==> config.mk <==
export PLATFORM = sky130hd
export DESIGN_NAME = fp_alu
export DESIGN_NICKNAME = d
export VERILOG_FILES = /design/src/fp_format_pkg.sv /design/src/alu_isa_pkg.sv /design/src/fp_compare_unit.sv /design/src/fp_saturator.sv /design/src/logic_unit.sv /design/src/alu_results_combiner.sv /design/src/fp_alu.sv
export SDC_FILE = /design/constraint.sdc
export NUM_CORES = 1
export LEC_CHECK = 0
export BUFFER_PORTS_ARGS = -buffer_cell sky130_fd_sc_hd__buf_2
export CAP_MARGIN = 25
export CORE_MARGIN = 2
export CORE_UTILIZATION = 49
export DETAILED_ROUTE_END_ITERATION = 7
export PLACE_DENSITY = 0.71
export SLEW_MARGIN = 5
export SYNTH_ARGS = -nofsm -noshare
export SYNTH_HDL_FRONTEND = slang
export SYNTH_SLANG_ARGS = --single-unit
==> constraint.sdc <==
create_clock -name clock -period 3.49 [get_ports clock]
set_input_delay 0.5235 -clock clock [delete_from_list [all_inputs] [get_ports clock]]
set_output_delay 0.5235 -clock clock [all_outputs]
set_load 0.05 [all_outputs]
==> src/fp_format_pkg.sv <==
// Single-precision float word layout, true/false result words
// and sign-magnitude ordering and equality helpers
package fp_format_pkg;

    localparam int exp_width  = 8;
    localparam int mant_width = 23;
    localparam int word_width = 1 + exp_width + mant_width;
    localparam int sign_bit   = word_width - 1;

    typedef logic [word_width-1:0] fp_word_t;

    // Boolean results as float words
    localparam fp_word_t fp_true  = 32'h3f800000;
    localparam fp_word_t fp_false = 32'h00000000;

    ////////////////////////////////////////////////////
    // Ordering on raw words
    ////////////////////////////////////////////////////

    // True when a orders below b, with plus and minus zero equal
    function automatic logic fp_less(input fp_word_t a, input fp_word_t b);
        logic [sign_bit-1:0] mag_a;
        logic [sign_bit-1:0] mag_b;
        logic                less;
        mag_a = a[sign_bit-1:0];
        mag_b = b[sign_bit-1:0];
        if (mag_a == '0 && mag_b == '0) begin
            less = 1'b0;
        end else if (a[sign_bit] != b[sign_bit]) begin
            // Differing signs, the negative one is lower
            less = a[sign_bit];
        end else if (a[sign_bit]) begin
            less = mag_a > mag_b;
        end else begin
            less = mag_a < mag_b;
        end
        return less;
    endfunction

    function automatic logic fp_equal(input fp_word_t a, input fp_word_t b);
        logic both_zero;
        both_zero = (a[sign_bit-1:0] == '0) && (b[sign_bit-1:0] == '0);
        return (a == b) || both_zero;
    endfunction

endpackage

==> src/alu_isa_pkg.sv <==
// ALU instruction set: opcode encodings, field widths
// and the tagged stream struct for operands and results
package alu_isa_pkg;

    localparam int opcode_width   = 8;
    localparam int reg_addr_width = 8;

    ////////////////////////////////////////////////////
    // Opcode encodings
    ////////////////////////////////////////////////////

    // Unlisted opcodes are no-ops
    localparam logic [opcode_width-1:0] abs  = 8'h01;
    localparam logic [opcode_width-1:0] csel = 8'h02;
    localparam logic [opcode_width-1:0] land = 8'h03;
    localparam logic [opcode_width-1:0] lor  = 8'h04;
    localparam logic [opcode_width-1:0] lxor = 8'h05;
    localparam logic [opcode_width-1:0] lnot = 8'h06;
    localparam logic [opcode_width-1:0] bgt  = 8'h07;
    localparam logic [opcode_width-1:0] ble  = 8'h08;
    localparam logic [opcode_width-1:0] beq  = 8'h09;
    localparam logic [opcode_width-1:0] bne  = 8'h0a;
    localparam logic [opcode_width-1:0] satp = 8'h0b;
    localparam logic [opcode_width-1:0] satn = 8'h0c;
    localparam logic [opcode_width-1:0] ldc  = 8'h0d;

    // Operand or result word tagged with its destination register
    typedef struct packed {
        logic                      valid;
        fp_format_pkg::fp_word_t   data;
        logic [reg_addr_width-1:0] user;
    } alu_stream_t;

endpackage

==> src/fp_compare_unit.sv <==
// Float comparison unit: greater-than, less-or-equal,
// equal and not-equal, one cycle latency
`timescale 1ns/1ns

module fp_compare_unit (
    input  logic                                   clock,
    input  logic                                   rst,
    input  logic [alu_isa_pkg::opcode_width-1:0]   opcode,
    input  alu_isa_pkg::alu_stream_t               operand_a,
    input  alu_isa_pkg::alu_stream_t               operand_b,
    output alu_isa_pkg::alu_stream_t               comparison_result
);

    logic is_compare;
    logic a_less_b;
    logic b_less_a;
    logic a_equal_b;
    logic outcome;

    assign is_compare = (opcode == alu_isa_pkg::bgt) || (opcode == alu_isa_pkg::ble) ||
                        (opcode == alu_isa_pkg::beq) || (opcode == alu_isa_pkg::bne);

    assign a_less_b  = fp_format_pkg::fp_less(operand_a.data, operand_b.data);
    assign b_less_a  = fp_format_pkg::fp_less(operand_b.data, operand_a.data);
    assign a_equal_b = fp_format_pkg::fp_equal(operand_a.data, operand_b.data);

    // Pick the relation asked for by the opcode
    always_comb begin
        case (opcode)
            alu_isa_pkg::bgt: outcome = b_less_a;
            alu_isa_pkg::ble: outcome = a_less_b || a_equal_b;
            alu_isa_pkg::beq: outcome = a_equal_b;
            alu_isa_pkg::bne: outcome = !a_equal_b;
            default:          outcome = 1'b0;
        endcase
    end

    ////////////////////////////////////////////////////
    // Result register
    ////////////////////////////////////////////////////

    // Idle cycles leave an all-zero word for the combiner OR
    always_ff @(posedge clock) begin
        if (rst) begin
            comparison_result <= '0;
        end else begin
            comparison_result <= '0;
            if (operand_a.valid && is_compare) begin
                comparison_result.valid <= 1'b1;
                comparison_result.user  <= operand_a.user;
                if (outcome) begin
                    comparison_result.data <= fp_format_pkg::fp_true;
                end else begin
                    comparison_result.data <= fp_format_pkg::fp_false;
                end
            end
        end
    end

endmodule

==> src/fp_saturator.sv <==
// Float saturator: clamps operand a against the limit in operand b
`timescale 1ns/1ns

module fp_saturator (
    input  logic                                   clock,
    input  logic                                   rst,
    input  logic [alu_isa_pkg::opcode_width-1:0]   opcode,
    input  alu_isa_pkg::alu_stream_t               operand_a,
    input  alu_isa_pkg::alu_stream_t               operand_b,
    output alu_isa_pkg::alu_stream_t               saturation_result
);

    logic                    is_saturate;
    logic                    a_below_limit;
    fp_format_pkg::fp_word_t clamped;

    assign is_saturate = (opcode == alu_isa_pkg::satp) || (opcode == alu_isa_pkg::satn);

    assign a_below_limit = fp_format_pkg::fp_less(operand_a.data, operand_b.data);

    // Positive limit keeps the lesser, negative limit the greater
    always_comb begin
        if (opcode == alu_isa_pkg::satp) begin
            clamped = a_below_limit ? operand_a.data : operand_b.data;
        end else begin
            clamped = a_below_limit ? operand_b.data : operand_a.data;
        end
    end

    ////////////////////////////////////////////////////
    // Result register
    ////////////////////////////////////////////////////

    always_ff @(posedge clock) begin
        if (rst) begin
            saturation_result <= '0;
        end else begin
            saturation_result <= '0;
            if (operand_a.valid && is_saturate) begin
                saturation_result.valid <= 1'b1;
                saturation_result.data  <= clamped;
                saturation_result.user  <= operand_a.user;
            end
        end
    end

endmodule

==> src/logic_unit.sv <==
// Bitwise logic unit: AND, OR, XOR of a and b, NOT of a
`timescale 1ns/1ns

module logic_unit (
    input  logic                                   clock,
    input  logic                                   rst,
    input  logic [alu_isa_pkg::opcode_width-1:0]   opcode,
    input  alu_isa_pkg::alu_stream_t               operand_a,
    input  alu_isa_pkg::alu_stream_t               operand_b,
    output alu_isa_pkg::alu_stream_t               logic_result
);

    logic                    is_logic;
    fp_format_pkg::fp_word_t bitwise;

    always_comb begin
        is_logic = 1'b1;
        case (opcode)
            alu_isa_pkg::land: bitwise = operand_a.data & operand_b.data;
            alu_isa_pkg::lor:  bitwise = operand_a.data | operand_b.data;
            alu_isa_pkg::lxor: bitwise = operand_a.data ^ operand_b.data;
            alu_isa_pkg::lnot: bitwise = ~operand_a.data;
            default: begin
                is_logic = 1'b0;
                bitwise  = '0;
            end
        endcase
    end

    ////////////////////////////////////////////////////
    // Result register
    ////////////////////////////////////////////////////

    always_ff @(posedge clock) begin
        if (rst) begin
            logic_result <= '0;
        end else begin
            logic_result <= '0;
            if (operand_a.valid && is_logic) begin
                logic_result.valid <= 1'b1;
                logic_result.data  <= bitwise;
                logic_result.user  <= operand_a.user;
            end
        end
    end

endmodule

==> src/alu_results_combiner.sv <==
// Result combiner: merges the per-unit result streams
// into the single registered ALU result
`timescale 1ns/1ns

module alu_results_combiner (
    input  logic                     clock,
    input  logic                     rst,
    input  alu_isa_pkg::alu_stream_t compare_result,
    input  alu_isa_pkg::alu_stream_t saturation_result,
    input  alu_isa_pkg::alu_stream_t logic_result,
    input  alu_isa_pkg::alu_stream_t abs_result,
    input  alu_isa_pkg::alu_stream_t csel_result,
    input  alu_isa_pkg::alu_stream_t load_result,
    output alu_isa_pkg::alu_stream_t result
);

    alu_isa_pkg::alu_stream_t merged;

    // At most one unit is valid and idle units drive zeros,
    // so a plain OR acts as the mux
    always_comb begin
        merged.valid = compare_result.valid | saturation_result.valid |
                       logic_result.valid | abs_result.valid |
                       csel_result.valid | load_result.valid;
        merged.data  = compare_result.data | saturation_result.data |
                       logic_result.data | abs_result.data |
                       csel_result.data | load_result.data;
        merged.user  = compare_result.user | saturation_result.user |
                       logic_result.user | abs_result.user |
                       csel_result.user | load_result.user;
    end

    ////////////////////////////////////////////////////
    // Output register
    ////////////////////////////////////////////////////

    always_ff @(posedge clock) begin
        if (rst) begin
            result <= '0;
        end else begin
            result <= merged;
        end
    end

endmodule

==> src/fp_alu.sv <==
// Scalar float ALU top: compare, saturate and logic units,
// in-line abs, select and load-constant stages, result combiner
`timescale 1ns/1ns

module fp_alu (
    input  logic                                   clock,
    input  logic                                   rst,
    input  logic [alu_isa_pkg::opcode_width-1:0]   opcode,
    input  alu_isa_pkg::alu_stream_t               operand_a,
    input  alu_isa_pkg::alu_stream_t               operand_b,
    input  alu_isa_pkg::alu_stream_t               operand_c,
    output alu_isa_pkg::alu_stream_t               result
);

    alu_isa_pkg::alu_stream_t compare_result;
    alu_isa_pkg::alu_stream_t saturation_result;
    alu_isa_pkg::alu_stream_t logic_result;
    alu_isa_pkg::alu_stream_t abs_result;
    alu_isa_pkg::alu_stream_t csel_result;
    alu_isa_pkg::alu_stream_t load_result;

    // Units decode their own opcodes
    fp_compare_unit u_fp_compare_unit (
        .clock             (clock),
        .rst               (rst),
        .opcode            (opcode),
        .operand_a         (operand_a),
        .operand_b         (operand_b),
        .comparison_result (compare_result)
    );

    fp_saturator u_fp_saturator (
        .clock             (clock),
        .rst               (rst),
        .opcode            (opcode),
        .operand_a         (operand_a),
        .operand_b         (operand_b),
        .saturation_result (saturation_result)
    );

    logic_unit u_logic_unit (
        .clock        (clock),
        .rst          (rst),
        .opcode       (opcode),
        .operand_a    (operand_a),
        .operand_b    (operand_b),
        .logic_result (logic_result)
    );

    ////////////////////////////////////////////////////
    // Absolute value
    ////////////////////////////////////////////////////

    always_ff @(posedge clock) begin
        if (rst) begin
            abs_result <= '0;
        end else begin
            abs_result <= '0;
            if (operand_a.valid && opcode == alu_isa_pkg::abs) begin
                abs_result.valid <= 1'b1;
                abs_result.data  <= {1'b0, operand_a.data[fp_format_pkg::sign_bit-1:0]};
                abs_result.user  <= operand_a.user;
            end
        end
    end

    ////////////////////////////////////////////////////
    // Conditional select
    ////////////////////////////////////////////////////

    // Bit 0 of a picks b, otherwise c
    always_ff @(posedge clock) begin
        if (rst) begin
            csel_result <= '0;
        end else begin
            csel_result <= '0;
            if (operand_a.valid && opcode == alu_isa_pkg::csel) begin
                csel_result.valid <= 1'b1;
                csel_result.data  <= operand_a.data[0] ? operand_b.data : operand_c.data;
                csel_result.user  <= operand_a.user;
            end
        end
    end

    ////////////////////////////////////////////////////
    // Load constant
    ////////////////////////////////////////////////////

    // Register tag doubles as the constant, zero extended
    always_ff @(posedge clock) begin
        if (rst) begin
            load_result <= '0;
        end else begin
            load_result <= '0;
            if (operand_a.valid && opcode == alu_isa_pkg::ldc) begin
                load_result.valid <= 1'b1;
                load_result.data  <= fp_format_pkg::fp_word_t'(operand_a.user);
                load_result.user  <= operand_a.user;
            end
        end
    end

    alu_results_combiner u_alu_results_combiner (
        .clock             (clock),
        .rst               (rst),
        .compare_result    (compare_result),
        .saturation_result (saturation_result),
        .logic_result      (logic_result),
        .abs_result        (abs_result),
        .csel_result       (csel_result),
        .load_result       (load_result),
        .result            (result)
    );

endmodule

**Yosys cells after proc, flatten, opt, wreduce, memory -nomap -nowiden**

Cells that the tools add are included.

- Logic and storage cells: 110
- Input port bits: 133
- Output and inout bits: 41
- Register bits: 279

- Equality and inequality tests: 16
- Bitwise operators: 25
- Reductions and logical operators: 23
- Magnitude comparators: 4
- Mux-type cells: 20

Operators by type and width:

| kind | count |
|---|---|
| two-way mux 41 bit | 6 |
| OR 32 bit | 6 |
| two-way mux 32 bit | 4 |
| case mux 32 bit (4 select lines) | 1 |
| > comparator 31 bit | 2 |
| zero test 31 bit | 2 |
| less-than comparator 31 bit | 2 |
| equality test 8 x 4 -> 1 bit, second input constant | 6 |
| OR 8 bit | 5 |
| bitwise AND 32 bit | 1 |
| equality test 32 bit | 1 |
| equality test 8 x 3 -> 1 bit, second input constant | 4 |
| inverter 32 bit | 1 |
| bitwise XOR 32 bit | 1 |
| two-way mux 30 bit | 1 |
| equality test 8 x 2 -> 1 bit, second input constant | 2 |
| OR reduction 2 bit | 6 |
| equality test 8 x 1 -> 1 bit, second input constant | 1 |
| logical AND 1 bit | 7 |
| two-way mux 1 bit | 7 |
| logical OR 1 bit | 6 |
| inverter 1 bit | 6 |
| OR 1 bit | 5 |
| case mux 1 bit (4 select lines) | 1 |
| other kinds (3) | 4 |

**Depth between registers and ports, before layout**

Gate-level depths: netlist of the first run.

- Depth in word-level cells: 8
- Depth in mapped cells: 13
- Gate-level depth less buffers: 10

**By module**

A second synthesis of the first run with hierarchy kept.

- Cells, all modules: 1,334
- Area, all modules: 12,913.6 um2

By module, submodules not included:

| module | sequential area each (um2) | cells an instance | area each (um2) | instances |
|---|---|---|---|---|
| fp_alu | 1,801.7 | 292 | 3,674.8 | 1 |
| logic_unit | 820.8 | 348 | 3,174.3 | 1 |
| fp_saturator | 820.8 | 312 | 2,473.6 | 1 |
| alu_results_combiner | 820.8 | 169 | 1,928.1 | 1 |
| fp_compare_unit | 200.2 | 213 | 1,662.8 | 1 |

**Least setup slack after synthesis of the first run**

Ideal clock, no wire load.

- Kind: input to register
- Start: input operand_a[8] (netlist name)
- End: register u_fp_saturator.saturation_result[10] (netlist name)
- Slack: 0.407 ns
- Cell stages on the path: 13
- Required time: 3.418 ns
- Data arrival time: 3.012 ns
- Path through: buf_2 -> buf_1 -> inv_1 -> ha_1 -> nor3_1 -> o31ai_1 -> a31o_2 -> a31oi_4 -> o31a_2 -> o221ai_4 -> xor2_4 -> buf_6 -> mux2i_1

- Word-level cells in the longest chain between the ends: 6

Ends and longest elaborated chain:

| what | RTL line | text |
|---|---|---|
| from (decl) | fp_alu.sv:9 | `input alu_isa_pkg::alu_stream_t operand_a,` |
| less-than comparator 31 bit / > comparator 31 bit (equally long branches) | fp_format_pkg.sv:35, fp_format_pkg.sv:33 |  |
| two-way mux 1 bit | fp_format_pkg.sv:32 | `end else if (a[sign_bit]) begin` |
| two-way mux 1 bit | fp_format_pkg.sv:29 | `end else if (a[sign_bit] != b[sign_bit]) begin` |
| two-way mux 1 bit * | fp_format_pkg.sv:27 | `if (mag_a == '0 && mag_b == '0) begin` |
| two-way mux 32 bit, on equally long branches | fp_saturator.sv:26, fp_saturator.sv:24 |  |
| two-way mux 32 bit * | fp_saturator.sv:23 | `if (opcode == alu_isa_pkg::satp) begin` |

Every way passes the cells marked *; elsewhere a longest branch is shown, timed or not.
A chain may end at the register's enable or synchronous reset.

**Worst setup path in the final report of the first run**

- Start: input operand_b[31] (netlist name)
- End: register u_fp_saturator.saturation_result[19] (netlist name)

- Word-level cells in the longest chain between the ends: 6

Ends and longest elaborated chain:

| what | RTL line | text |
|---|---|---|
| from (decl) | fp_alu.sv:10 | `input alu_isa_pkg::alu_stream_t operand_b,` |
| less-than comparator 31 bit / > comparator 31 bit (equally long branches) | fp_format_pkg.sv:35, fp_format_pkg.sv:33 |  |
| two-way mux 1 bit | fp_format_pkg.sv:32 |  |
| two-way mux 1 bit | fp_format_pkg.sv:29 |  |
| two-way mux 1 bit * | fp_format_pkg.sv:27 |  |
| two-way mux 32 bit, on equally long branches | fp_saturator.sv:26, fp_saturator.sv:24 |  |
| two-way mux 32 bit * | fp_saturator.sv:23 |  |

Marks and branches as above.

==> results of run 1 <==
per-stage QoR:
stage	total power, W	instance area (sq um)	hold WS [ns]
finish	0.00575	11800	0.238
global route	0.00594	11700	0.236
CTS	0.00580	11700	0.226
detailed placement	0.00308	10900	0.435
global placement	0.00307	10900	0.435
floorplan	0.00286	9690	0.415
cells in the mapped netlist, types with 3 or more instances:
cell type	number	area [sq um]
a21oi_1	129	646
and2_1	79	494
buf_1	4	15.0
buf_6	3	33.8
clkbuf_1	39	146
dfxtp_1	223	4460
ha_1	95	1190
inv_1	73	274
mux2i_1	65	651
nand2_1	74	278
nand2b_1	5	31.3
nand3_1	4	20.0
nand4_1	6	37.5
nor2_1	153	574
nor2b_1	6	37.5
nor3_1	24	120
nor3b_1	3	22.5
nor4_1	45	282
o21ai_0	5	25.0
o31ai_1	3	22.5
or3_1	3	18.8
or4_1	3	22.5
area by class of cell:
class                           instances  area, sq um
Timing Repair Buffer                  188         1050
Clock buffer                           32          702
Multi-Input combinational cell        725         4760
Tap cell                              265          332
Sequential cell                       223         4460
Fill cell                            1671         7710
Antenna cell                            2         5.00
Inverter                               73          274
Clock inverter                         12          170
sequential cells by signal, summed over array words and instances (netlist names):
signal / count
u_fp_saturator.saturation_result: 41
csel_result: 41
u_logic_unit.logic_result: 41
abs_result: 40
u_fp_compare_unit.comparison_result: 10
u_alu_results_combiner.result: 41
load_result: 9
worst max-delay path by stage:
stage | start | to | cells after the start
CTS | operand_a[31] | u_fp_saturator.saturation_result[19] | 12
detailed placement | operand_a[31] | u_fp_saturator.saturation_result[14] | 12
floorplan | operand_a[8] | u_fp_saturator.saturation_result[10] | 13
global route | operand_b[31] | u_fp_saturator.saturation_result[28] | 12
global placement | operand_a[33] | u_fp_saturator.saturation_result[15] | 12
finish | operand_b[31] | u_fp_saturator.saturation_result[19] | 12
worst register-to-register path: cells and delay by family, from the launching register on:
kind / cells / cell delay (ns)
AO/OA/AOI/OAI: 1 / 0.26
flip-flops: 1 / 0.53
AND/OR/NAND/NOR: 1 / 0.11
kinds of logic (layout without fill, tap and decap cells):
group,after synthesis,after routing,synth area share
fa+ha+maj,95,95,0.123
other cells,0,2,0
compound gates,149,149,0.0843
flops,223,223,0.461
xor+xnor,2,2,0.00374
mux,67,67,0.0694
simple gates,412,412,0.208
buf+inv,122,305,0.0511
layer usage:
metal | vias to the layer above | part of all wire | wire (um)
met4 | 0 | 0.025 | 604
met5 | - | 0 | 0
met2 | 220 | 0.48 | 11500
li1 | 3886 | - | -
met3 | 42 | 0.064 | 1550
met1 | 3579 | 0.43 | 10300
power breakdown:
group | switching, W | internal (W) | leakage [nW]
Clock | 0.00102 | 0.00171 | 0.431
Sequential | 0.000000702 | 0.00255 | 1.80
Combinational | 0.000280 | 0.000195 | 3.23
==> impl_metrics.toml, run 1 <==
[clock_tree]
cts_sinks = 223
cts_setup_buffers = 0
cts_root_buffer = "clkbuf_16"
tritoncts = "yes"
cts_resized = 0
cts_buffers = 24
h-tree-depth = 1
clock_insertion_delay_worst_skew_ns = 0.52
ctsLongestPathBuffers = 3
clk_pin_slew_ns = 0.06
holdBufCountCts = 0

[setup_path]
slowest_delay_ns = 0.57
rrSetupSlack_ns = 2.49
rr_worst_depth = 2
r2r-start = "u_fp_compare_unit.comparison_result[36]"
worst-path-buf-inv = 3
crit_type = "input pin to flop"
cp_top_family = "simple AND/OR/NAND/NOR gates"
slowest_stage = "or4b_4"
path_cells = "buf_2 -> inv_1 -> ha_1 -> nor4_1 -> nand4_1 -> or4b_4 -> a31oi_4 -> o31a_2 -> o221ai_4 -> xor2_4 -> buf_12 -> mux2i_1"
crit_required_ns = 3.92
arrival_ns = 3.44
crit_path_max_fanout = 16
rr_endpoint = "u_alu_results_combiner.result[31]"
critPathCaptureType = "flop"
crit_path_start_kind = "input pin"

[global_routing]
overflow = 0
top_usage_layer = "met2"
met2_usage = 0.397
grt_pass1_wl_mm = 37.5
antenna_found_initial = 1
grt_usage = 0.229
grt_util_met1 = 0.288
grt_pass1_vias = 7311
grt_max_degree = 49
met3_usage = 0.0434

[route]
drt_iter0_markers = 426
firstDrtPassIters = 4
vias = 7727
ant_nets = 0
drt_wl_total_mm = 24.0
vias_per_cell = 5.08
drc_errors = 0
wl_per_cell_um = 15.8

[timing]
min_period_over_period = 0.863
setup_viol = 0
fin_skew_ns = 0.00529
setup_ws_ns = 0.478
min_period_ns = 3.01
fin_setup_tns_ns = 0
slew_violations = 0
max_freq_mhz = 332
hold_violations = 0
worstMarginPinSlew_ns = 0.808
relSlewSlack = 0.459
rsz0062_at_grt = "no"

[final_layout]
final_cells = 1520
layout_common_cells = "223 x dfxtp_1, 155 x buf_2, 153 x nor2_1"
final_common_cell = "dfxtp_1"
utilization = 0.604
drive_above_1_share = 0.196
nNetsFinal = 1463
syn2layout_area_growth_pct = 21.2

[synth]
yosys_warnings = 0
ys_ff_latch = 223
synthesis.area_sq_mm = 0.00969
synthCells = 1070
syn-num-nets = 1298
synth-edff-count = 0
synth-seq-area-share = 0.461
syn_avg_cell_area_sq_um = 9.06
ys.flop_type = "dfxtp_1"
synth.distinct_cells = 47
async_flop_share = 0

[floorplanning]
fp-row-count = 51
die_area_sq_mm = 0.0209
initial_utilization = 0.498
die_h_um = 145
die_x_um = 145
io_pins = 174
core_sq_mm = 0.0195

[worst_hold_path]
min_to = "csel_result[32]"
hold_start = "operand_c[32]"
hold_class = "input pin to flop"
min_delay_path_depth = 3

[place]
placed_cells = 1474
gp_congestion = 0.856
dp_slack_ns = 0.0213
dp_hpwl_mm = 16.9
numPortBuffers = 155

[pwr]
cellPowerDensity_mw_per_mm2 = 489
max-vdd-ir-drop_uv = 429
leakage_nw = 5.46

[job]
drv_cap = 0

[outcome]
status = "finished, final reports clean"
(Power assumes the default switching activity.)
==> run 2, diff against run 1 <==
Clock period 3.49 ns to 3.05 ns, I/O delays scaled along.
==> run 2 against run 1 <==
- power rose by 14%
- utilization up 2.3 points
- design area is 3.8% higher
- combinational power up 29%
- critical path depth stayed put
- critical path type unchanged
- largest cell class unchanged
- largest power group unchanged
==> impl_metrics.toml, run 2 (synthesized netlist as in run 1, its figures left out) <==
[outcome]
status = "finished, final reports clean"

[final_layout]
syn2layout_area_growth_pct = 25.8
fillers = 1628
drive_above_1_share = 0.232
design_area_sq_mm = 0.0122
final_common_cell = "dfxtp_1"
final_cells = 1584
nNetsFinal = 1528
layout_common_cells = "223 x dfxtp_1, 155 x buf_2, 153 x nor2_1"

[global_routing]
grt_max_degree = 43
antenna_found_initial = 1
overflow = 0
grt_pass1_vias = 7703
grt_usage = 0.242
grt_pass1_wl_mm = 39.5

[clock_tree]
cts_root_buffer = "clkbuf_16"
tritoncts = "yes"
ctsLongestPathBuffers = 3
cts_setup_buffers = 0
clk_pin_slew_ns = 0.06
holdBufCountCts = 0
h-tree-depth = 1
cts_buffers = 24
clock_insertion_delay_worst_skew_ns = 0.51
cts_resized = 0
cts_sinks = 223

[setup_path]
arrival_ns = 3.29
rrSetupSlack_ns = 2.08
crit_type = "input pin to flop"
crit_path_start_kind = "input pin"
rr_worst_depth = 2
critPathCaptureType = "flop"
r2r-start = "u_fp_compare_unit.comparison_result[36]"
slowest_delay_ns = 0.55
rr_endpoint = "u_alu_results_combiner.result[32]"
slowest_stage = "or4b_4"
crit_path_max_fanout = 17
path_cells = "buf_2 -> inv_1 -> ha_1 -> nor4_2 -> nand4_1 -> or4b_4 -> a31oi_4 -> o31a_2 -> o221ai_4 -> xor2_4 -> buf_12 -> mux2i_1"
crit_required_ns = 3.49

[place]
place_area_sq_mm = 0.0114
dp_slack_ns = -0.331
dp_hpwl_mm = 18.2
numPortBuffers = 155
gp_congestion = 0.903
placed_cells = 1539

[route]
wl_met2_mm = 12.2
wl_per_cell_um = 16.1
ant_nets = 0
firstDrtPassIters = 7
vias_per_cell = 5.12
top_layer = "met4"
met3_length_mm = 1.49
drc_errors = 0
vias = 8112
drt_wl_total_mm = 25.5
drt_iter0_markers = 588
drt-met1-wl_mm = 11.2

[timing]
min_period_over_period = 0.936
slew_violations = 0
relSlewSlack = 0.612
hold_violations = 0
worstMarginPinSlew_ns = 0.582
setup_ws_ns = 0.194
rsz0062_at_grt = "no"
setup_viol = 0
max_freq_mhz = 350
fin_skew_ns = 0.00725
min_period_ns = 2.86

[floorplanning]
io_pins = 174
die_h_um = 145
die_x_um = 145
fp-row-count = 51
initial_utilization = 0.498
die_area_sq_mm = 0.0209
core_sq_mm = 0.0195

[pwr]
leakage_nw = 5.74
total_power_w = 0.00654
max-vdd-ir-drop_uv = 327
cellPowerDensity_mw_per_mm2 = 536

[job]
drv_cap = 0

[worst_hold_path]
hold_class = "input pin to flop"
min_to = "csel_result[27]"
hold_start = "operand_c[27]"
min_delay_path_depth = 3
run 2: cell types whose count changed in the layout (fill, tap and decap cells not counted), sizes merged:
cell,delta
buf,+65
clkbuf,+5
clkinv,-4
bufinv,-1
inv,-1
run 2: through the flow:
step / util / hold slack [ns] / TNS [ns]
after floorplan: - / 0.415 / 0
after global placement: 0.584 / 0.435 / -7.17
after detailed placement: 0.584 / 0.434 / -9.88
after CTS: 0.626 / 0.162 / 0
after global routing: 0.626 / 0.176 / 0
final: 0.627 / 0.175 / 0
run 2: layer usage:
metal	track usage	vias to the layer above
met5	0	-
met4	0.0782	0
met1	0.315	3802
li1	-	4004
met3	0.0319	51
met2	0.417	255
run 2: how the worst max path moves through the flow:
stage | start | to | slack [ns] | depth (start not counted)
floorplan | operand_a[8] | u_fp_saturator.saturation_result[10] | 0.03 | 13
global placement | operand_a[38] | u_fp_saturator.saturation_result[20] | -0.23 | 12
detailed placement | operand_a[38] | u_fp_saturator.saturation_result[21] | -0.33 | 12
CTS | operand_a[38] | u_fp_saturator.saturation_result[21] | 0.19 | 12
global route | operand_b[38] | u_fp_saturator.saturation_result[19] | 0.03 | 12
finish | operand_a[38] | u_fp_saturator.saturation_result[21] | 0.19 | 12
run 2: layout make-up:
| cell class | count | area, sq um | share of cell area |
|---|---|---|---|
| antenna | 2 | 5.00 | 0.000410 |
| clock buffer | 37 | 721 | 0.0591 |
| multi-input combinational | 725 | 4760 | 0.390 |
| sequential | 223 | 4460 | 0.366 |
| inverter | 73 | 274 | 0.0225 |
| clock inverter | 6 | 108 | 0.00882 |
| tap | 265 | 332 | 0.0272 |
| timing repair buffer | 253 | 1540 | 0.126 |
run 2: critical path, delay by kind of cell:
kind	cells	cell delay, ns
adders and majority gates	1	0.33
muxes	1	0.21
buffers and inverters	3	0.34
xor gates and xnor gates	1	0.25
and+or+nand+nor	3	1.19
AOI/OAI and AO/OA	3	0.50
run 2: where the power goes:
part / total, W / internal [W] / switching (W)
logic: 0.000614 / 0.000274 / 0.000340
clock network: 0.00301 / 0.00187 / 0.00114
registers: 0.00292 / 0.00292 / 0.000000812
